`src/include/lcd_params.svh`:
```
`ifndef LCD_PARAMS_SVH
`define LCD_PARAMS_SVH

// Bus timing, in clk cycles
// Short phases suit simulation; a 50 MHz board wants about 50 per phase
`define LCD_PHASE_CYCLES 4

// Controller power-up settle time before the first init nibble
`define LCD_POWERUP_CYCLES 64

// Extra settle time after the clear command
`define LCD_LONG_WAIT_CYCLES 96

// Script length
// 4 init nibbles + 4 commands + 16 characters
`define LCD_SCRIPT_LEN 24

`endif
```
`src/design/lcd_pkg.sv`:
```
`default_nettype none

package lcd_pkg;

   typedef logic [3:0] lcd_nibble_t;   // 4-bit bus value on DB7..DB4
   typedef logic [7:0] lcd_byte_t;     // Command or character code
   typedef logic [4:0] lcd_step_idx_t; // Script position

   // Nibble steps drive code[3:0] only, byte steps send code[7:4] first
   typedef enum logic {
      KIND_NIBBLE = 1'b0,
      KIND_BYTE   = 1'b1
   } lcd_kind_e;

   // One script entry, 10 bits
   typedef struct packed {
      lcd_kind_e kind;
      logic      rs;   // Low for commands, high for character data
      lcd_byte_t code;
   } lcd_step_t;

   typedef enum logic [2:0] {
      SEQ_POWERUP,   // Settle wait before step 0
      SEQ_ISSUE,     // Hand next step to the writer
      SEQ_WAIT_BUS,  // Writer busy with the step
      SEQ_LONG_WAIT, // Post-clear settle
      SEQ_DONE
   } lcd_seq_state_e;

   // One pass per nibble, BUS_SETUP again for the low half of a byte
   typedef enum logic [2:0] {
      BUS_IDLE,
      BUS_SETUP,
      BUS_E_HIGH,
      BUS_HOLD,
      BUS_GAP
   } lcd_bus_state_e;

endpackage

`default_nettype wire

```
`src/design/lcd_sequencer.sv`:
```
`timescale 1ns/1ps
`default_nettype none

`include "lcd_params.svh"

module lcd_sequencer
   import lcd_pkg::*;
(
   input  logic          clk,
   input  logic          rst,
   input  logic          repeat_en,
   input  logic          bus_busy,
   input  lcd_step_t     step,
   output lcd_step_idx_t step_idx,
   output logic          step_valid,
   output lcd_step_t     issued,
   output logic          done
);

   // One down-counter covers both waits, sized for the longer one
   localparam int WAIT_MAX = (`LCD_POWERUP_CYCLES > `LCD_LONG_WAIT_CYCLES) ?
                             `LCD_POWERUP_CYCLES : `LCD_LONG_WAIT_CYCLES;
   localparam int WAIT_W   = $clog2(WAIT_MAX + 1);

   typedef logic [WAIT_W-1:0] wait_cnt_t;

   localparam wait_cnt_t     POWERUP_LOAD = wait_cnt_t'(`LCD_POWERUP_CYCLES - 1);
   localparam wait_cnt_t     LONG_LOAD    = wait_cnt_t'(`LCD_LONG_WAIT_CYCLES - 1);
   localparam lcd_step_idx_t LAST_IDX     = lcd_step_idx_t'(`LCD_SCRIPT_LEN - 1);

   lcd_seq_state_e state;
   wait_cnt_t      wait_cnt;
   logic           long_pending; // Step in flight is the clear command
   logic           last_pending; // Step in flight is the final one
   logic           is_clear;
   logic           chain_next;   // Next step may follow straight on

   assign is_clear   = (step.kind == KIND_BYTE) && !step.rs && (step.code == 8'h01);
   assign chain_next = !long_pending && !last_pending;

   // Issue on the first idle cycle, either after a wait or right behind a step
   assign step_valid = !bus_busy &&
                       ((state == SEQ_ISSUE) || ((state == SEQ_WAIT_BUS) && chain_next));

   assign issued = step;               // ROM output is stable for the whole issue cycle
   assign done   = (state == SEQ_DONE);

   always_ff @(posedge clk) begin
      if (rst) begin
         state        <= SEQ_POWERUP;
         wait_cnt     <= POWERUP_LOAD;
         step_idx     <= '0;
         long_pending <= 1'b0;
         last_pending <= 1'b0;
      end else begin
         // Bookkeeping on every issue
         if (step_valid) begin
            long_pending <= is_clear;
            last_pending <= (step_idx == LAST_IDX);
            if (step_idx != LAST_IDX)
               step_idx <= step_idx + 1'b1; // Parks on the last entry
         end

         case (state)
            SEQ_POWERUP: begin
               if (wait_cnt == '0) state <= SEQ_ISSUE;
               else                wait_cnt <= wait_cnt - 1'b1;
            end
            SEQ_ISSUE: begin
               if (step_valid) state <= SEQ_WAIT_BUS;
            end
            SEQ_WAIT_BUS: begin
               // Busy is already high the cycle after an issue
               if (!bus_busy) begin
                  if (long_pending) begin
                     state    <= SEQ_LONG_WAIT;
                     wait_cnt <= LONG_LOAD;
                  end else if (last_pending) begin
                     state <= SEQ_DONE;
                  end
                  // Otherwise the next step went out this cycle, stay here
               end
            end
            SEQ_LONG_WAIT: begin
               if (wait_cnt == '0) state <= SEQ_ISSUE;
               else                wait_cnt <= wait_cnt - 1'b1;
            end
            SEQ_DONE: begin
               if (repeat_en) begin   // Rerun from the power-up wait
                  state        <= SEQ_POWERUP;
                  wait_cnt     <= POWERUP_LOAD;
                  step_idx     <= '0;
                  last_pending <= 1'b0;
               end
            end
            default: state <= SEQ_POWERUP;
         endcase
      end
   end

   // Writer must go busy right after taking a step, or WAIT_BUS would issue twice
   a_busy_after_issue: assert property (@(posedge clk) disable iff (rst)
      step_valid |=> bus_busy)
      else $error("bus_busy not raised after step_valid");

   // Nothing goes out once the final entry is in flight
   a_issue_in_script: assert property (@(posedge clk) disable iff (rst)
      step_valid |-> !last_pending)
      else $error("Step issued past script end, idx %0d", step_idx);

endmodule

`default_nettype wire

```
`config.mk`:
```
export PLATFORM = sky130hd
export DESIGN_NAME = lcd_sequencer
export DESIGN_NICKNAME = d
export VERILOG_FILES = /design/src/design/lcd_pkg.sv /design/src/design/lcd_sequencer.sv
export VERILOG_INCLUDE_DIRS = /design/src /design/src/include
export SDC_FILE = /design/constraint.sdc
export NUM_CORES = 1
export LEC_CHECK = 0
export ABC_AREA = 1
export BUFFER_PORTS_ARGS = -buffer_cell sky130_fd_sc_hd__buf_2
export CAP_MARGIN = 30
export CORE_UTILIZATION = 25
export CTS_CLUSTER_DIAMETER = 80
export DETAILED_ROUTE_END_ITERATION = 10
export REMOVE_ABC_BUFFERS = 1
export SLEW_MARGIN = 40
export SYNTH_ARGS = -nofsm -noshare
export SYNTH_HDL_FRONTEND = slang
export SYNTH_SLANG_ARGS = --single-unit
```
`constraint.sdc`:
```
create_clock -name clk -period 1.4 [get_ports clk]
set_input_delay 0.07 -clock clk [delete_from_list [all_inputs] [get_ports clk]]
set_output_delay 0.07 -clock clk [all_outputs]
set_load 0.01 [all_outputs]
```
==> results of run 1 <==
## critical path: stages (launching register included)
cell,delay [ps]
sky130_fd_sc_hd__dfxtp_4,370
sky130_fd_sc_hd__inv_4,80
sky130_fd_sc_hd__nand3_4,80
sky130_fd_sc_hd__nor2_4,130
sky130_fd_sc_hd__nand2_4,80
sky130_fd_sc_hd__a21oi_4,160
sky130_fd_sc_hd__buf_2,150
## worst paths after layout
check                           cells past startpoint                        to  slack (ps)
worst max register to register                     10    step_idx[1]$_SDFF_PP0_          40
worst min register to register                      2  wait_cnt[1]$_SDFFE_PP1P_         500
worst min-delay path                                2  wait_cnt[6]$_SDFFE_PP0P_          50
worst max-delay path                                6                step_valid          10
## per-stage QoR
| step | power [uW] | hold WS [ps] | utilization, % |
|---|---|---|---|
| after floorplan | 1845 | 139.1 | - |
| after global placement | 2318 | 308.2 | 31.38 |
| after detailed placement | 2329 | 311.7 | 31.38 |
| after CTS | 2749 | 45.03 | 33.03 |
| after global routing | 3376 | 46.57 | 35.93 |
| final | 3102 | 47.41 | 35.93 |
## cells by family after synthesis
| kind of cell | Yosys count |
|---|---|
| AND/OR/NAND/NOR | 106 |
| buffers and inverters | 37 |
| AO/OA/AOI/OAI | 21 |
| flip-flops | 17 |
| XOR/XNOR | 3 |
| adder cells (fa/ha/maj) | 3 |
## final cells by class
| type | count | area [sq um] | share of cell area, % |
|---|---|---|---|
| inverters | 26 | 102.6 | 6.381 |
| multi-input cells | 133 | 743.2 | 46.23 |
| well taps | 52 | 65.06 | 4.047 |
| clock buffers | 4 | 45.04 | 2.802 |
| flip-flops and latches | 17 | 354.1 | 22.02 |
| repair buffers | 47 | 297.8 | 18.52 |
## cells in the final DEF, fill, tap and decap left out, drive strengths merged
cell / instances
nor2: 34
nand4: 3
ha: 3
inv: 25
clkbuf: 4
dfxtp: 17
xor2: 1
a21oi: 10
nor3: 2
nand3: 20
nand3b: 2
xnor2: 2
clkinv: 1
o21ai: 11
buf: 47
nand2: 45
## per-layer routing
layer	part of all wire (%)	vias to the layer above	GRT usage, %
met3	3.9	4	1.282
met4	1.4	0	3.333
met1	47	557	13.69
li1	-	663	-
met5	0	-	0
met2	48	37	18.48
## power by group
part | switching, uW | total (uW) | leakage [uW] | internal [uW]
sequential | 183 | 846 | 0.000141 | 663
clock | 176 | 378 | 0.0000228 | 202
combinational | 1050 | 1880 | 0.000637 | 824
total | 1410 | 3100 | 0.000801 | 1690
## registers in the layout (all words and copies together), names as in the netlist
| register | count |
|---|---|
| wait_cnt | 7 |
| last_pending | 1 |
| step_idx | 5 |
| state | 3 |
| long_pending | 1 |
## what timing repair did
item / in CTS / in global routing
endpoints found under the setup margin: 7 / 16
cloned: 0 / 0
pin swaps: 2 / 10
gates resized for setup: 5 / 29
buffers inserted: 2 / 6
==> implementation parameters, run 1 <==
Parameter                              Value

Timing
  Total count of hold-check failures in the final report    0
  Post-route setup slack    14.08 ps
  Post-route minimum period    1386 ps
  Total negative slack for setup checks    0 ps
  Final Max Tran Viols    0
  Transition time of the tightest slew-check pin    298.4 ps
  Final period util    98.99%
  Setup repair after global routing missed its margin    true
  FMAX    721.5 MHz
  Final clock skew    2.432 ps
  Setup-violating endpoint count in the final report    0
  Relative max-transition margin    79.97%

Clock network
  Total number of H-tree levels    1
  Clock tree from TritonCTS    done
  # clock sinks    17
  Total of hold buffers inserted after clock tree synthesis    0
  Root Driver    sky130_fd_sc_hd__clkbuf_8
  Clock latency of the later-clocked register in the worst-skew pair    250 ps
  Number of buffers created by CTS    3
  Clock-pin slew reported for the worst setup and hold paths after clock tree synthesis    70 ps
  CTS max path bufs    2

Place
  Setup slack after placement    -56.91 ps
  Cells after DPL    267
  Area of placed instances    0.001404 sq mm
  Last weighted congestion value of the routability-driven placer    0.8104
  Port-buffer cells    30
  Hpwl dp    2082 microns

Synthesis
  Largest family of logic cells by synthesized area    simple AND/OR/NAND/NOR gates
  Compound-gate portion of the synthesized area    10.05%
  Number of enable flip-flop cells after synthesis    0
  Average footprint of a synthesized cell    6.390 sq um
  Ranking of synthesized cells by instance count    42 x sky130_fd_sc_hd__nand2_1, 30 x sky130_fd_sc_hd__nor2_1, 20 x sky130_fd_sc_hd__inv_1
  Synth Register Bits    17
  Basic-gate share of the synthesized area counting and, or, nand and nor cells    40.73%
  Most frequent cell after synthesis    sky130_fd_sc_hd__nand2_1
  Synth area leader    sky130_fd_sc_hd__dfxtp_1
  Multiplexer share of the synthesized area    0%
  Share of synthesized area occupied by flip-flops and latches    28.48%
  Async set or reset register ratio after synthesis    0%
  Synth cell types    25
  Number of standard cells after synthesis    187
  Most used DFF post-synth    sky130_fd_sc_hd__dfxtp_1
  Yosys top cell area share    28.48%
  Post-synthesis share of cell area spent on xor and xnor gates    2.199%
  Count of yosys warnings during synthesis    0
  Post-Synthesis Cell Area    0.001195 sq mm
  Leading post-synthesis cells by cell area    sky130_fd_sc_hd__dfxtp_1 28%, sky130_fd_sc_hd__nand2_1 13%, sky130_fd_sc_hd__nor2_1 9.4%
  Adder-cell area share of the yosys netlist    3.141%

GRT
  Via count of the first global-routing pass    1048
  First-pass GRT wire length    4353 microns
  Aggregate global-route resource usage    10.62%
  Largest net degree at the start of global routing    10
  Number of antenna violations at the first check in global routing    0
  Residual overflow from global routing    0

Final layout
  Fill count    447
  Count of antenna diodes in the layout    0
  Share of final-layout standard cells stronger than drive strength 1    38.77%
  Area overhead of the layout relative to synthesis    34.55%
  Filler-free cell count of the finished design    279
  Cell area after layout    0.001608 sq mm
  Final-stage net count    245

Min path
  Classification of the worst-slack hold path    in -> reg
  Min-delay src    rst

Worst setup path
  Critical path type    reg -> out
  Critical Path Source Type    flop
  CP Launch Point    state[0]$_SDFFE_PP0P_
  Launch point of the worst reg-to-reg path    state[0]$_SDFFE_PP0P_
  Arrival time at the worst endpoint    1320 ps
  Critical Path End Type    primary output
  Worst Path Max Fanout    5
  Endpoint required time on the critical path    1330 ps

Routing
  Initial DRC Count    44
  Post-detailed-route DRC marker count    0
  Via count    1261
  Routed WL    2870 microns
  Routed via count divided by cell count    4.520
  Post-route antenna net violation count    0
  First-pass iteration count of the detailed router    4
  WL per Instance    10.29 microns

Floorplanning
  Y dimension of the die    71.14 microns
  Num rows    24
  Core Region    0.004474 sq mm
  Number of top-level design ports    31
  Die area    0.005060 sq mm
  X dimension of the die    71.14 microns
  Initial core utilization    26.71%

Job
  Max-Cap Viols    0

Power
  Leakage Power    0.0008009 uW
  Worst IR drop on VDD    0.5796 mV
  Areal power density over the cells    1929 mW/mm^2

Outcome
  Run status    finished, final reports clean
Note: power is estimated with default switching activity, not from simulation.
==> inputs of run 2 (changes only) <==
--- a/config.mk
+++ b/config.mk
@@ -11,8 +11,8 @@
 export CAP_MARGIN = 30
 export CORE_UTILIZATION = 25
 export CTS_CLUSTER_DIAMETER = 80
+export CTS_CLUSTER_SIZE = 28
 export DETAILED_ROUTE_END_ITERATION = 10
-export REMOVE_ABC_BUFFERS = 1
 export SLEW_MARGIN = 40
 export SYNTH_ARGS = -nofsm -noshare
 export SYNTH_HDL_FRONTEND = slang
==> run 2 against run 1 <==
Against the previous run: wire length rose by 1.7%; via count hardly changed; final cell count down 0.36%; combinational power down 5%; largest cell class unchanged.
==> implementation parameters, run 2 (synthesized netlist as in run 1, its figures left out) <==
Parameter                              Value

Clock network
  Clock-pin slew reported for the worst setup and hold paths after clock tree synthesis    70 ps (about the same)
  Clock latency of the later-clocked register in the worst-skew pair    250 ps (about the same)
  Number of buffers created by CTS    3 (unchanged)
  # clock sinks    17 (unchanged)
  Root Driver    sky130_fd_sc_hd__clkbuf_8
  CTS max path bufs    2 (unchanged)
  Total number of H-tree levels    1 (unchanged)
  Clock tree from TritonCTS    done

Routing
  Via count    1262 (+0.079%)
  First-pass iteration count of the detailed router    4 (unchanged)
  Post-detailed-route DRC marker count    0 (unchanged)
  Initial DRC Count    66 (+50%)
  Routed WL    2918 microns (+1.7%)
  WL per Instance    10.50 microns (+2.0%)
  Routed via count divided by cell count    4.540 (+0.44%)
  Post-route antenna net violation count    0 (unchanged)

Power
  Switch share    45.61% (+0.047 points)
  Tot Pwr    2988 uW (-3.7%)
  Fraction of power consumed by the clock network    12.5% (+0.3 points)
  Internal power    1625 uW (-3.7%)
  Leakage Power    0.0007841 uW (-2.1%)
  Worst IR drop on VDD    0.8284 mV (+43%)
  Areal power density over the cells    1863 mW/mm^2 (-3.4%)
  P_sw    1363 uW (-3.6%)
  Seq pwr share    28.1% (+0.8 points)
  Logic pwr share    59.4% (-1.1 points)

Place
  Setup slack after placement    -73.08 ps (-16.17 ps)
  Hpwl dp    2145 microns (+3.0%)
  Port-buffer cells    30 (unchanged)
  Last weighted congestion value of the routability-driven placer    0.8710 (+7.5%)

Timing
  Relative max-transition margin    76.59% (-3.4 points)
  Total count of hold-check failures in the final report    0 (unchanged)
  Post-route setup slack    9.411 ps (-4.669 ps)
  Final Max Tran Viols    0 (unchanged)
  Final clock skew    2.385 ps (-0.04680 ps)
  Transition time of the tightest slew-check pin    348.7 ps (+50.31 ps)
  FMAX    719.1 MHz (-0.34%)
  Setup repair after global routing missed its margin    true
  Total negative slack for setup checks    0 ps (unchanged)
  Post-route minimum period    1391 ps (+4.669 ps)
  Worst hold margin    33.88 ps (-13.53 ps)
  Final period util    99.33% (+0.33 points)
  Setup-violating endpoint count in the final report    0 (unchanged)

Worst setup path
  Slowest stage cell on the critical path    sky130_fd_sc_hd__dfxtp_4
  Delay of the slowest critical-path stage    370 ps (about the same)
  Worst Path Max Fanout    5 (unchanged)
  Reg2reg setup slack    50 ps (about the same)
  Largest delay share family, worst path    flip-flops
  Endpoint required time on the critical path    1330 ps (about the same)
  Arrival time at the worst endpoint    1320 ps (about the same)
  Critical Path End Type    primary output
  Critical Path Source Type    flop
  Critical path buffer and inverter count    2 (unchanged)
  Critical path type    reg -> out
  Sequence of cells on the critical path    inv_4, nand3_4, nor2_4, nand2_4, a21oi_4, buf_2

Final layout
  Number of flip-flops in the largest register    7 (unchanged)
  Leading cell types in the layout, fill and taps excluded    37 x sky130_fd_sc_hd__nand2_1, 30 x sky130_fd_sc_hd__buf_2, 27 x sky130_fd_sc_hd__nor2_1
  Regs by FF count    wait_cnt (7), step_idx (5), state (3)
  Final-stage net count    244 (-0.41%)
  Fill count    486 (+8.7%)
  Share of final-layout standard cells stronger than drive strength 1    39.38% (+0.61 points)
  Commonest non-fill, non-tap cell in the layout    sky130_fd_sc_hd__nand2_1
  Area overhead of the layout relative to synthesis    34.24%
  Count of antenna diodes in the layout    0 (unchanged)
  Reg with most FFs    wait_cnt

GRT
  Residual overflow from global routing    0 (unchanged)
  Via count of the first global-routing pass    1150 (+9.7%)
  First-pass GRT wire length    4912 microns (+13%)
  Aggregate global-route resource usage    12.19% (+1.6 points)
  Number of antenna violations at the first check in global routing    0 (unchanged)
  Largest net degree at the start of global routing    10 (unchanged)

Min path
  Classification of the worst-slack hold path    in -> reg

Outcome
  Run status    finished, final reports clean

Floorplanning
  Die area    0.005060 sq mm (unchanged)
  Number of top-level design ports    31 (unchanged)
  Y dimension of the die    71.14 microns (unchanged)
  Initial core utilization    26.71% (unchanged)
  Core Region    0.004474 sq mm (unchanged)
  Num rows    24 (unchanged)
  X dimension of the die    71.14 microns (unchanged)

Synthesis
  Net count after synthesis    204

Job
  Max-Cap Viols    0 (unchanged)
run 2: worst reg2reg max path, cell delays in order, from the launching register on:
cell,delay (ps)
sky130_fd_sc_hd__dfxtp_4,370
sky130_fd_sc_hd__inv_4,80
sky130_fd_sc_hd__nand3_4,90
sky130_fd_sc_hd__nor2_4,150
sky130_fd_sc_hd__nand2_4,70
sky130_fd_sc_hd__a21oi_4,150
sky130_fd_sc_hd__buf_6,150
sky130_fd_sc_hd__nand2_4,60
sky130_fd_sc_hd__nor2_1,80
sky130_fd_sc_hd__nor2_1,50
run 2: routing by layer:
metal / track usage, % / wire length [microns] / vias up
met5: 0 / 0 / -
met4: 3.556 / 34 / 0
met3: 3.276 / 97 / 7
met2: 21.37 / 1445 / 17
met1: 14.58 / 1342 / 574
li1: - / - / 664
run 2: through the flow:
stage / utilization, % / std cells / instance area (sq um)
after global routing: 35.85 / 278 / 1604
after detailed placement: 31.26 / 268 / 1399
after CTS: 33.33 / 275 / 1491
after floorplan: - / 187 / 1195
after global placement: 31.26 / 268 / 1399
final: 35.85 / 278 / 1604
run 2: worst paths after layout:
| check | start | endpoint | cells after the start |
|---|---|---|---|
| min | rst | state[2]$_SDFFE_PP0P_ | 2 |
| max | state[0]$_SDFFE_PP0P_ | step_valid | 6 |
| max reg2reg | state[0]$_SDFFE_PP0P_ | step_idx[2]$_SDFF_PP0_ | 9 |
| min reg2reg | wait_cnt[0]$_SDFFE_PP1P_ | wait_cnt[0]$_SDFFE_PP1P_ | 1 |
run 2: power by group through the flow:
stage | sequential [uW] | clock [uW] | combinational, uW
final | 839 | 374 | 1780
after global routing | 864 | 416 | 2010
after CTS | 820 | 405 | 1580
after detailed placement | 816 | 0 | 1490
after global placement | 817 | 0 | 1480
after floorplan | 794 | 0 | 1100
run 2: final cells by class:
| cell class | count | area [sq um] | area share [%] |
|---|---|---|---|
| well taps | 52 | 65.06 | 4.056 |
| clock buffers | 4 | 45.04 | 2.808 |
| flip-flops and latches | 17 | 351.6 | 21.92 |
| multi-input cells | 133 | 762.0 | 47.50 |
| repair buffers | 46 | 277.8 | 17.32 |
| inverters | 26 | 102.6 | 6.396 |
run 2: repair_timing:
action / 4_1_cts / 5_1_grt
buffers inserted: 3 / 3
endpoints found under the setup margin: 7 / 16
gates resized for setup: 9 / 29
pin swaps: 3 / 8
endpoints found under the hold margin: 0 / 0
hold buffers: 0 / 0
