$ cat src/include/lcd_params.svh
`ifndef LCD_PARAMS_SVH
`define LCD_PARAMS_SVH

// Bus timing, in clk cycles
// Short phases suit simulation; a 50 MHz board wants about 50 per phase
`define LCD_PHASE_CYCLES 4

// Controller power-up settle time before the first init nibble
`define LCD_POWERUP_CYCLES 64

// Extra settle time after the clear command
`define LCD_LONG_WAIT_CYCLES 96

// Script length
// 4 init nibbles + 4 commands + 16 characters
`define LCD_SCRIPT_LEN 24

`endif
$ cat src/design/lcd_pkg.sv
`default_nettype none

package lcd_pkg;

   typedef logic [3:0] lcd_nibble_t;   // 4-bit bus value on DB7..DB4
   typedef logic [7:0] lcd_byte_t;     // Command or character code
   typedef logic [4:0] lcd_step_idx_t; // Script position

   // Nibble steps drive code[3:0] only, byte steps send code[7:4] first
   typedef enum logic {
      KIND_NIBBLE = 1'b0,
      KIND_BYTE   = 1'b1
   } lcd_kind_e;

   // One script entry, 10 bits
   typedef struct packed {
      lcd_kind_e kind;
      logic      rs;   // Low for commands, high for character data
      lcd_byte_t code;
   } lcd_step_t;

   typedef enum logic [2:0] {
      SEQ_POWERUP,   // Settle wait before step 0
      SEQ_ISSUE,     // Hand next step to the writer
      SEQ_WAIT_BUS,  // Writer busy with the step
      SEQ_LONG_WAIT, // Post-clear settle
      SEQ_DONE
   } lcd_seq_state_e;

   // One pass per nibble, BUS_SETUP again for the low half of a byte
   typedef enum logic [2:0] {
      BUS_IDLE,
      BUS_SETUP,
      BUS_E_HIGH,
      BUS_HOLD,
      BUS_GAP
   } lcd_bus_state_e;

endpackage

`default_nettype wire

$ cat src/design/lcd_bus_writer.sv
`timescale 1ns/1ps
`default_nettype none

`include "lcd_params.svh"

module lcd_bus_writer
   import lcd_pkg::*;
(
   input  logic        clk,
   input  logic        rst,
   input  logic        step_valid,
   input  lcd_step_t   issued,
   output logic        bus_busy,
   output logic        lcd_e,
   output logic        lcd_rs,
   output lcd_nibble_t lcd_data
);

   localparam int PHASE_W = $clog2(`LCD_PHASE_CYCLES + 1);

   typedef logic [PHASE_W-1:0] phase_cnt_t;

   localparam phase_cnt_t PHASE_LOAD = phase_cnt_t'(`LCD_PHASE_CYCLES - 1);

   lcd_bus_state_e state;
   phase_cnt_t     phase_cnt;
   logic           phase_last;
   logic           second_nib; // Low nibble of a byte still to send
   lcd_nibble_t    first_nib;
   lcd_nibble_t    low_nib;    // Held copy for the second pass
   logic           rs_hold;

   assign phase_last = (phase_cnt == '0);

   // Bytes lead with the high half, lone nibbles use the low half
   assign first_nib = (issued.kind == KIND_BYTE) ? issued.code[7:4] : issued.code[3:0];

   // Payload capture
   always_ff @(posedge clk) begin
      if ((state == BUS_IDLE) && step_valid) begin
         low_nib <= issued.code[3:0];
         rs_hold <= issued.rs;
      end
   end

   always_ff @(posedge clk) begin
      if (rst) begin
         state      <= BUS_IDLE;
         phase_cnt  <= PHASE_LOAD;
         second_nib <= 1'b0;
         bus_busy   <= 1'b0;
         lcd_e      <= 1'b0;
         lcd_rs     <= 1'b0;
         lcd_data   <= '0;
      end else begin
         // Every phase is the same length, reload on each change
         phase_cnt <= ((state == BUS_IDLE) || phase_last) ? PHASE_LOAD : phase_cnt - 1'b1;

         // Pins are set on the edge that enters a phase, so they line up with state
         case (state)
            BUS_IDLE: begin
               if (step_valid) begin
                  state      <= BUS_SETUP;
                  bus_busy   <= 1'b1;
                  second_nib <= (issued.kind == KIND_BYTE);
                  lcd_rs     <= issued.rs;
                  lcd_data   <= first_nib;
               end
            end
            BUS_SETUP: begin
               if (phase_last) begin
                  state <= BUS_E_HIGH;
                  lcd_e <= 1'b1;
               end
            end
            BUS_E_HIGH: begin
               if (phase_last) begin
                  state <= BUS_HOLD;
                  lcd_e <= 1'b0;   // Panel latches on this falling edge
               end
            end
            BUS_HOLD: begin
               if (phase_last) begin
                  state    <= BUS_GAP;
                  lcd_rs   <= 1'b0; // Bus quiet between nibbles
                  lcd_data <= '0;
               end
            end
            BUS_GAP: begin
               if (phase_last) begin
                  if (second_nib) begin
                     state      <= BUS_SETUP;
                     second_nib <= 1'b0;
                     lcd_rs     <= rs_hold;
                     lcd_data   <= low_nib;
                  end else begin
                     state    <= BUS_IDLE;
                     bus_busy <= 1'b0;  // Sequencer may issue next cycle
                  end
               end
            end
            default: state <= BUS_IDLE;
         endcase
      end
   end

   // Panel samples on falling E, so nothing moves while E is up
   a_stable_while_e: assert property (@(posedge clk) disable iff (rst)
      (lcd_e && $past(lcd_e)) |-> ($stable(lcd_data) && $stable(lcd_rs)))
      else $error("lcd_data or lcd_rs changed while lcd_e high");

   a_no_e_in_setup: assert property (@(posedge clk) disable iff (rst)
      (state == BUS_SETUP) |-> !lcd_e)
      else $error("lcd_e high during setup phase");

endmodule

`default_nettype wire

$ cat config.mk
export PLATFORM = sky130hd
export DESIGN_NAME = lcd_bus_writer
export DESIGN_NICKNAME = d
export VERILOG_FILES = /design/src/design/lcd_pkg.sv /design/src/design/lcd_bus_writer.sv
export VERILOG_INCLUDE_DIRS = /design/src /design/src/include
export SDC_FILE = /design/constraint.sdc
export NUM_CORES = 1
export LEC_CHECK = 0
export ABC_AREA = 0
export BUFFER_PORTS_ARGS = -buffer_cell sky130_fd_sc_hd__buf_2
export CELL_PAD_IN_SITES_DETAIL_PLACEMENT = 0
export CELL_PAD_IN_SITES_GLOBAL_PLACEMENT = 1
export CORE_MARGIN = 5
export CORE_UTILIZATION = 39
export CTS_CLUSTER_DIAMETER = 40
export DETAILED_ROUTE_END_ITERATION = 7
export GPL_TIMING_DRIVEN = 0
export PLACE_DENSITY = 0.75
export SYNTH_ARGS = -nofsm -noshare
export SYNTH_HDL_FRONTEND = slang
export SYNTH_SLANG_ARGS = --single-unit
$ cat constraint.sdc
create_clock -name clk -period 2.06 [get_ports clk]
set_input_delay 0.103 -clock clk [delete_from_list [all_inputs] [get_ports clk]]
set_output_delay 0.103 -clock clk [all_outputs]
set_load 0.05 [all_outputs]
==> reports/summary.txt, run 1 <==
Synthesized area -> 941 sq um
Cell area after layout -> 1150 sq um
DRC errors left -> 0
Clock Path Buffers -> 2
Routed WL per cell -> 13.7 um
Setup CP Type -> flop to flop
Overall routing resource usage -> 13.7%
CP endpoint kind -> flop
Pwr per Cell Area -> 674 nW/um^2
Synth warn -> 0
NetSw -> 0.229 mW
Gpl congestion -> 0.670
Post-Route WL -> 2070 um
Commonest non-fill, non-tap cell in the layout -> buf_2
Switching share of total power -> 29.5%
Worst-margin pin slew -> 0.723 ns
Die ar. -> 3490 sq um
Internal power -> 0.547 mW
Ports -> 20
TritonRoute pass-1 iters -> 4
Width of the chip -> 59.1 um
Slew Viols, Final -> 0
Min-delay worst type -> primary input to flop
Final worst-path cycle share -> 91.9%
Total CTS buffers -> 3
Remaining antenna violation count -> 0
Hold Slack -> 0.111 ns
H-tree Lvls -> 1
LEAKAGE -> 0.494 nW
Net Count, Synth -> 111
Crit path required time -> 2.22 ns
Sequential Power Share -> 54.7%
Unique masters post-synth -> 36
Crit path DAT -> 2.05 ns
Clk slew on worst S/H paths -> 0.10 ns
Hold violation count in the final report -> 0
Layout cells sized above 1 -> 26.0%
Initial antenna violation count -> 0
Mapped Cells -> 96
Type of origin of the critical path -> flop
Fin worst setup slack -> 0.167 ns
F_max -> 0.528 GHz
Worst slack, placed -> -0.0278 ns
Ant. Diodes -> 0
Starting DRT DRC Count -> 7
Initial Util -> 41.7%
Gate power share -> 21.0%
DR vias -> 800
Mapped Avg Cell Area -> 9.80 sq um
Post-DP HPWL -> 1550 um
Crit-path max FO -> 6
Net count of the finished layout -> 139
Syn-to-layout area delta -> 22.3%
CTS root buf -> clkbuf_4
Core Footprint -> 2250 sq um
Sequential area share after synthesis -> 45.7%
Largest net degree at the start of global routing -> 11
Peak VDD IR -> 404 uV
Synth top area cells -> dfxtp_1 30%, edfxtp_1 16%, a2111oi_0 5.6%, mux2i_1 4.3%, nor3_1 4.3%
Global-route wire length before repair -> 3650 um
Via density -> 5.30
Final setup vio count -> 0
Worst slew margin -> 50.6%
Buffers on Ports -> 18
Placed instance area -> 1070 sq um
Total Power Consumption -> 0.775 mW
Total of max-cap violations -> 0
Clk_skew -> 0.00132 ns
Row count -> 17
Die Y -> 59.1 um
Commonest non-fill, non-tap cells in the layout -> 21 x buf_2, 14 x dfxtp_1, 8 x inv_1, 8 x nor3_1
RSZ-0062 raised after global routing -> false
Outcome -> finished clean
Congestion Overflow GR -> 0
Number of global-route vias before repair -> 821
Min Tclk post-route -> 1.89 ns
Yosys reg bits -> 19
TritonCTS clock tree -> yes
Clock Sink Count -> 19
Area leader, netlist -> dfxtp_1
Worst-Skew Late Latency -> 0.30 ns
Post-synth top area share -> 29.8%
Clk network pwr share -> 24.3%
## critical path: stages (launching register included)
cell	delay (ns)
dfxtp_1	0.44
and3b_1	0.21
buf_6	0.13
o21a_1	0.21
a2111oi_0	0.65
a211oi_1	0.11
## state kept, by name, summed over array words and instances (netlist names)
signal      flops
phase_cnt       3
bus_busy        1
lcd_rs          1
lcd_e           1
rs_hold         1
lcd_data        4
state           3
low_nib         4
second_nib      1
## layout make-up
type	instances	area, sq um
repair buffers	23	140
inverters	8	30.0
fillers	241	1100
plain buffers	8	48.8
well taps	28	35.0
multi-input cells	61	440
clock buffers	4	26.3
flip-flops and latches	19	430
## stage by stage
stage | util, % | setup TNS, ns | instances
finish | 51.1 | 0 | 151
global route | 51.1 | 0 | 151
CTS | 50.6 | 0 | 150
detailed placement | 47.3 | -0.0278 | 142
global placement | 47.3 | -0.0367 | 142
floorplan | - | 0 | 96
## routing by layer
metal | wire [um] | global-route usage, %
met1 | 966 | 16.3
met2 | 979 | 23.8
met3 | 92 | 3.27
met4 | 35 | 4.85
met5 | 0 | 0
## path summary, 6_finish.rpt
kind	to	slack, ns	start	depth (start not counted)
worst min-delay path	phase_cnt[1]	0.11	rst	3
worst max-delay path	lcd_data[1]	0.17	state[2]	5
worst min register to register	phase_cnt[0]	0.39	phase_cnt[0]	1
worst max register to register	lcd_data[1]	0.17	state[2]	5
## synth_stat cells
cell / n
or2_1: 1
nand2_1: 3
edfxtp_1: 5
o21ai_0: 2
nor2b_1: 2
clkbuf_1: 1
a31o_2: 1
a32oi_1: 1
nor3_1: 8
nor2_1: 6
mux2_4: 1
o22ai_1: 1
a22oi_1: 1
nand2b_1: 1
a211oi_1: 4
inv_1: 8
ha_1: 2
buf_2: 3
and3b_1: 1
a21boi_0: 1
buf_1: 1
nor4b_2: 1
nor3b_1: 1
dfxtp_1: 14
o31ai_1: 1
mux2i_1: 4
buf_6: 1
buf_4: 2
xnor2_1: 2
nor4_1: 1
or3_1: 1
o21a_1: 1
mux2_2: 1
a2111oi_0: 6
a21oi_1: 5
or3b_2: 1
## power groups by stage
stage / logic, mW / registers (mW) / clock network, mW
floorplan: 0.0682 / 0.474 / 0
global placement: 0.151 / 0.432 / 0
detailed placement: 0.154 / 0.433 / 0
CTS: 0.163 / 0.424 / 0.192
global route: 0.178 / 0.428 / 0.213
finish: 0.163 / 0.424 / 0.189
## logic make-up after synthesis
family / count (synthesis) / synth area share, %
AOI/OAI and AO/OA: 24 / 18.2
xor gates and xnor gates: 2 / 1.86
and+or+nand+nor: 27 / 16.1
buffers and inverters: 16 / 8.38
DFF: 19 / 45.7
muxes: 6 / 7.05
adders and majority gates: 2 / 2.66
## timing repair
item,in CTS,in global routing
resized for setup,1,0
hold endpoints to repair,4,1
buffers inserted,0,0
hold buffers,4,1
endpoints found under the setup margin,1,0
No activity file was read; power rests on OpenSTA's default activity.
==> inputs of run 2 (changes only) <==
--- a/config.mk
+++ b/config.mk
@@ -16,6 +16,7 @@
 export DETAILED_ROUTE_END_ITERATION = 7
 export GPL_TIMING_DRIVEN = 0
 export PLACE_DENSITY = 0.75
+export SETUP_SLACK_MARGIN = 0.5
 export SYNTH_ARGS = -nofsm -noshare
 export SYNTH_HDL_FRONTEND = slang
 export SYNTH_SLANG_ARGS = --single-unit
==> run 2 against run 1 <==
Sequential power about the same. Die area did not move. Sequential share of layout area shrank 3.0 points. Global-route usage barely moved. Fmax increased by 13%. Final area grew 10%. Combinational power rose by 13%. Clock power is essentially flat. Setup slack improved by 0.22 ns. Highest routed layer unchanged.
==> reports/summary.txt, run 2 (same netlist as run 1, synthesis figures left out) <==
Initial antenna violation count -> 0
Overall routing resource usage -> 13.7%
Initial Util -> 41.7%
Peak VDD IR -> 393 uV
Hold violation count in the final report -> 0
Clk slew on worst S/H paths -> 0.11 ns
Post-Route WL -> 2230 um
Worst slew margin -> 68.0%
TNS Setup -> 0 ns
WHS Path Cells -> 3
Total of max-cap violations -> 0
Outcome -> finished clean
Worst-Skew Late Latency -> 0.30 ns
Filler instances -> 225
Slew Viols, Final -> 0
Global-route wire length before repair -> 3670 um
Ant. Diodes -> 0
Buffers on Ports -> 18
F_max -> 0.597 GHz
CP endpoint kind -> flop
Layout cells sized above 1 -> 38.6%
Crit-path slowest cell -> dfxtp_2
Ports -> 20
NetSw -> 0.246 mW
Post-DP HPWL -> 1510 um
Crit-path cells -> buf_6 > and3b_1 > buf_6 > o21a_4 > or2_1 > buf_6 > mux2_4
Worst R2R Path Depth -> 7
Worst-margin pin slew -> 0.467 ns
Post-Layout Cell Count -> 155
Placed instance area -> 1090 sq um
Width of the chip -> 59.1 um
Remaining antenna violation count -> 0
Placed Cells incl. Taps -> 142
Via density -> 5.25
Clk_skew -> 0.00197 ns
Clk network pwr share -> 23.8%
Commonest non-fill, non-tap cells in the layout -> 19 x buf_2, 12 x dfxtp_1, 8 x inv_1, 8 x nor3_1
Internal power -> 0.554 mW
Routed WL per cell -> 14.4 um
CTS root buf -> clkbuf_4
Pwr per Cell Area -> 632 nW/um^2
Net count of the finished layout -> 143
Core Footprint -> 2250 sq um
Area of the multi-input gates -> 507 sq um
Die Y -> 59.1 um
Total CTS buffers -> 3
Starting DRT DRC Count -> 11
DR vias -> 813
Largest registers -> lcd_data: 4 flops, low_nib: 4 flops
Row count -> 17
LEAKAGE -> 0.539 nW
Min Tclk post-route -> 1.67 ns
Gate power share -> 23.0%
Crit path required time -> 2.26 ns
H-tree Lvls -> 1
Largest net degree at the start of global routing -> 12
Final setup vio count -> 0
Die ar. -> 3490 sq um
Fin worst setup slack -> 0.385 ns
Setup CP Type -> flop to flop
CP most frequent cell -> buf_6
Min-delay worst type -> primary input to flop
Gpl congestion -> 0.683
Number of global-route vias before repair -> 807
FF/Latch Area -> 435 sq um
Cell area after layout -> 1270 sq um
TritonCTS clock tree -> yes
Crit-path max FO -> 5
TritonRoute pass-1 iters -> 4
RSZ-0062 raised after global routing -> true
Commonest non-fill, non-tap cell in the layout -> buf_2
Clock Path Buffers -> 2
DRC errors left -> 0
Worst slack, placed -> 0.201 ns
Switching share of total power -> 30.7%
Syn-to-layout area delta -> 34.6%
Sequential Power Share -> 53.2%
Clock Sink Count -> 19
Delay of the slowest critical-path stage -> 0.33 ns
Type of origin of the critical path -> flop
Crit path DAT -> 1.88 ns
Congestion Overflow GR -> 0
Final worst-path cycle share -> 81.3%
## run 2: path summary, 6_finish.rpt
path,start,end,slack [ns]
max,state[1],lcd_rs,0.39
min,rst,phase_cnt[0],0.1
max reg2reg,state[1],lcd_rs,0.39
min reg2reg,phase_cnt[0],phase_cnt[0],0.39
## run 2: layer usage
layer | vias up | global-route usage, % | routed length (um)
li1 | 413 | - | -
met1 | 374 | 19.7 | 1050
met2 | 21 | 20.2 | 1000
met3 | 5 | 1.96 | 125
met4 | 0 | 5.83 | 43
met5 | - | 0 | 0
## run 2: stage by stage
| stage | hold slack, ns | power, mW | util, % |
|---|---|---|---|
| after global routing | 0.0866 | 0.847 | 56.2 |
| after CTS | 0.0820 | 0.809 | 54.6 |
| after floorplan | 0.202 | 0.548 | - |
| after detailed placement | 0.299 | 0.593 | 48.2 |
| final | 0.0972 | 0.800 | 56.2 |
| after global placement | 0.294 | 0.589 | 48.2 |
## run 2: area by class of cell
class                           count  area share, %
Multi-Input combinational cell     61           40.0
Sequential cell                    19           34.4
Timing Repair Buffer               27           13.4
Buffer                              8           4.84
Tap cell                           28           2.77
Inverter                            8           2.37
Clock buffer                        3           1.78
Clock inverter                      1          0.395
## run 2: timing repair
action / CTS / global route
cloned: 0 / 0
endpoints found under the setup margin: 8 / 7
buffers inserted: 4 / 0
gates resized for setup: 10 / 11
hold buffers: 5 / 0
hold endpoints to repair: 5 / 0
pin swaps: 3 / 1
## run 2: power groups by stage
stage | logic [mW] | registers, mW | clock network [mW]
4_1_cts | 0.179 | 0.426 | 0.204
2_1_floorplan | 0.0744 | 0.473 | 0
5_1_grt | 0.197 | 0.430 | 0.219
3_3_place_gp | 0.158 | 0.432 | 0
6_report | 0.184 | 0.426 | 0.190
3_5_place_dp | 0.159 | 0.433 | 0
## run 2: critical path: cells and delay by family, from the launching register on
family          cells  cell delay [ns]
simple gates        2             0.39
mux                 1             0.28
buf+inv             3             0.37
compound gates      1             0.20
flops               1             0.33
==> inputs of run 3 (changes only) <==
--- a/config.mk
+++ b/config.mk
@@ -6,16 +6,16 @@
 export SDC_FILE = /design/constraint.sdc
 export NUM_CORES = 1
 export LEC_CHECK = 0
-export ABC_AREA = 0
+export ABC_AREA = 1
 export BUFFER_PORTS_ARGS = -buffer_cell sky130_fd_sc_hd__buf_2
 export CELL_PAD_IN_SITES_DETAIL_PLACEMENT = 0
 export CELL_PAD_IN_SITES_GLOBAL_PLACEMENT = 1
 export CORE_MARGIN = 5
-export CORE_UTILIZATION = 39
+export CORE_UTILIZATION = 34
 export CTS_CLUSTER_DIAMETER = 40
 export DETAILED_ROUTE_END_ITERATION = 7
 export GPL_TIMING_DRIVEN = 0
-export PLACE_DENSITY = 0.75
+export PLACE_DENSITY = 0.73
 export SETUP_SLACK_MARGIN = 0.5
 export SYNTH_ARGS = -nofsm -noshare
 export SYNTH_HDL_FRONTEND = slang
==> constraint.sdc (replaced) <==
create_clock -name clk -period 1.5 [get_ports clk]
set_input_delay 0.075 -clock clk [delete_from_list [all_inputs] [get_ports clk]]
set_output_delay 0.075 -clock clk [all_outputs]
set_load 0.05 [all_outputs]
==> run 3 against run 2 <==
Critical path type unchanged. Utilization is 2.3 points lower. Cell count up 35%. Critical path depth grew 2. Fmax is 37% higher. Largest cell class unchanged. Synthesized cell count up 42%. Power grew to 3.3 times the previous value. Die area grew 17%. Via count rose by 21%. First-iteration DRC count increased by 55%.
==> reports/summary.txt, run 3 <==
Outcome -> finished clean
Most common cell in the synthesized netlist -> nand2_1
FF/Latch Area -> 440 sq um
Worst R2R Path Depth -> 9
Synthesized area -> 986 sq um
Pwr per Cell Area -> 1780 nW/um^2
Clock Sink Count -> 19
Min-delay worst type -> primary input to flop
Gate power share -> 58.5%
Initial Util -> 35.8%
WHS Path Cells -> 3
CTS root buf -> clkbuf_4
Mapped Avg Cell Area -> 7.25 sq um
RSZ-0062 raised after global routing -> true
Worst-margin pin slew -> 0.311 ns
Hold violation count in the final report -> 0
Remaining antenna violation count -> 0
Via density -> 4.68
Unique masters post-synth -> 21
Synth top area cells -> dfxtp_1 28%, nand2_1 18%, edfxtp_1 15%, inv_1 6.9%, nand3_1 6.1%
Setup CP Type -> flop to flop
TritonRoute pass-1 iters -> 4
Switching share of total power -> 46.8%
Synth cell count leaders -> 47 x nand2_1, 18 x inv_1, 14 x dfxtp_1
Global-route wire length before repair -> 4040 um
Total of max-cap violations -> 0
Delay of the slowest critical-path stage -> 0.34 ns
Gpl congestion -> 0.782
Layout cells sized above 1 -> 40.8%
Row count -> 19
Die ar. -> 4080 sq um
Post-synth top area share -> 28.4%
Clk slew on worst S/H paths -> 0.12 ns
Hold Slack -> 0.118 ns
Post-Layout Cell Count -> 210
Post-synth EDFFs -> 5
Type of origin of the critical path -> flop
Syn-to-layout area delta -> 50.8%
Initial antenna violation count -> 0
Commonest non-fill, non-tap cells in the layout -> 38 x nand2_1, 15 x inv_1, 15 x buf_4, 12 x buf_2, 10 x dfxtp_1
NetSw -> 1.24 mW
Clk network pwr share -> 10.3%
Worst slack, placed -> 0.231 ns
Total CTS buffers -> 3
F_max -> 0.819 GHz
TNS Setup -> 0 ns
Number of global-route vias before repair -> 958
Slew Viols, Final -> 0
H-tree Lvls -> 1
Yosys reg bits -> 19
Post-DP HPWL -> 1610 um
Largest registers -> lcd_data: 4 flops, low_nib: 4 flops
Worst slew margin -> 79.1%
Area of the multi-input gates -> 583 sq um
Fin worst setup slack -> 0.279 ns
Placed instance area -> 1160 sq um
Filler instances -> 274
Clock Path Buffers -> 2
Placed Cells incl. Taps -> 186
Final setup vio count -> 0
Post-Route WL -> 2390 um
Ports -> 20
Buffers on Ports -> 19
CP endpoint kind -> flop
Peak VDD IR -> 1360 uV
Ant. Diodes -> 0
Core Footprint -> 2760 sq um
Cell area after layout -> 1490 sq um
Post-synth ARST share -> 0%
Crit-path slowest cell -> dfxtp_2
TritonCTS clock tree -> yes
Clk_skew -> 0.0111 ns
Net Count, Synth -> 151
Total Power Consumption -> 2.65 mW
Top FF cell, synth -> dfxtp_1
Crit-path max FO -> 8
Die Y -> 63.9 um
Routed WL per cell -> 11.4 um
Sequential area share after synthesis -> 43.7%
DRC errors left -> 0
Overall routing resource usage -> 12.2%
Synth warn -> 0
Post-layout util -> 53.9%
Commonest non-fill, non-tap cell in the layout -> nand2_1
Sequential Power Share -> 31.2%
Crit path DAT -> 1.45 ns
Crit path required time -> 1.73 ns
Min Tclk post-route -> 1.22 ns
Mapped Cells -> 136
Internal power -> 1.41 mW
LEAKAGE -> 0.719 nW
Congestion Overflow GR -> 0
Width of the chip -> 63.9 um
Crit-path cells -> buf_8 > inv_8 > nand3_4 > nand2_4 > nand3_4 > nor2_8 > nand2_1 > nand2_1 > nor2_2
Final worst-path cycle share -> 81.4%
Net count of the finished layout -> 195
Area leader, netlist -> dfxtp_1
Largest net degree at the start of global routing -> 12
Worst-Skew Late Latency -> 0.31 ns
DR vias -> 983
Starting DRT DRC Count -> 17
[run 3: cell types whose count changed after synthesis, sizes merged, moves of 2 or more]
cell | previous run | this run
nand3 | 0 | 14
nand2 | 3 | 50
nor3 | 8 | 1
a211oi | 4 | 0
inv | 8 | 21
mux2 | 2 | 0
a2111oi | 6 | 0
nor2b | 2 | 0
o21ai | 2 | 5
buf | 7 | 1
mux2i | 4 | 0
nor2 | 6 | 16
[run 3: cells by family after synthesis]
kind of cell | count (synthesis) | synth area share (%)
and+or+nand+nor | 81 | 38.7
buffers and inverters | 22 | 8.50
xor gates and xnor gates | 1 | 0.888
adders and majority gates | 2 | 2.54
DFF | 19 | 43.7
AOI/OAI and AO/OA | 11 | 5.71
[run 3: final timing paths]
| check | start | end | slack (ns) |
|---|---|---|---|
| setup / recovery | state[2] | lcd_data[2] | 0.28 |
| hold / removal | issued[9] | second_nib | 0.12 |
| setup reg to reg | state[2] | lcd_data[2] | 0.28 |
| hold reg to reg | phase_cnt[0] | phase_cnt[0] | 0.42 |
[run 3: power groups by stage]
stage / Sequential (mW) / Combinational, mW / Clock, mW
after floorplan: 1.04 / 0.711 / 0
after global placement: 0.812 / 1.14 / 0
after detailed placement: 0.820 / 1.16 / 0
after CTS: 0.822 / 1.38 / 0.281
after global routing: 0.846 / 1.71 / 0.307
final: 0.825 / 1.55 / 0.273
[run 3: layer usage]
layer	vias to the layer above	global-route usage (%)	wire length [um]
li1	510	-	-
met1	442	15.1	1060
met2	22	19.8	1140
met3	9	2.45	114
met4	0	6.23	69
met5	-	0	0
[run 3: cell type report]
type	instances	share of cell area, %
clock buffers	3	1.52
plain buffers	1	1.01
clock inverters	1	0.337
well taps	31	2.61
multi-input cells	96	39.2
flip-flops and latches	19	29.6
repair buffers	38	19.7
inverters	21	5.98
[run 3: what timing repair did]
item / in CTS / in global routing
hold endpoints to repair: 9 / 3
endpoints found under the setup margin: 24 / 22
setup buffers: 5 / 7
gates cloned: 1 / 0
pin swaps: 8 / 6
hold buffers: 5 / 2
resized for setup: 20 / 17
[run 3: critical path: cells and delay by family, from the launching register on]
family | cells | cell delay, ns
and+or+nand+nor | 7 | 0.61
DFF | 1 | 0.34
buffers and inverters | 2 | 0.19
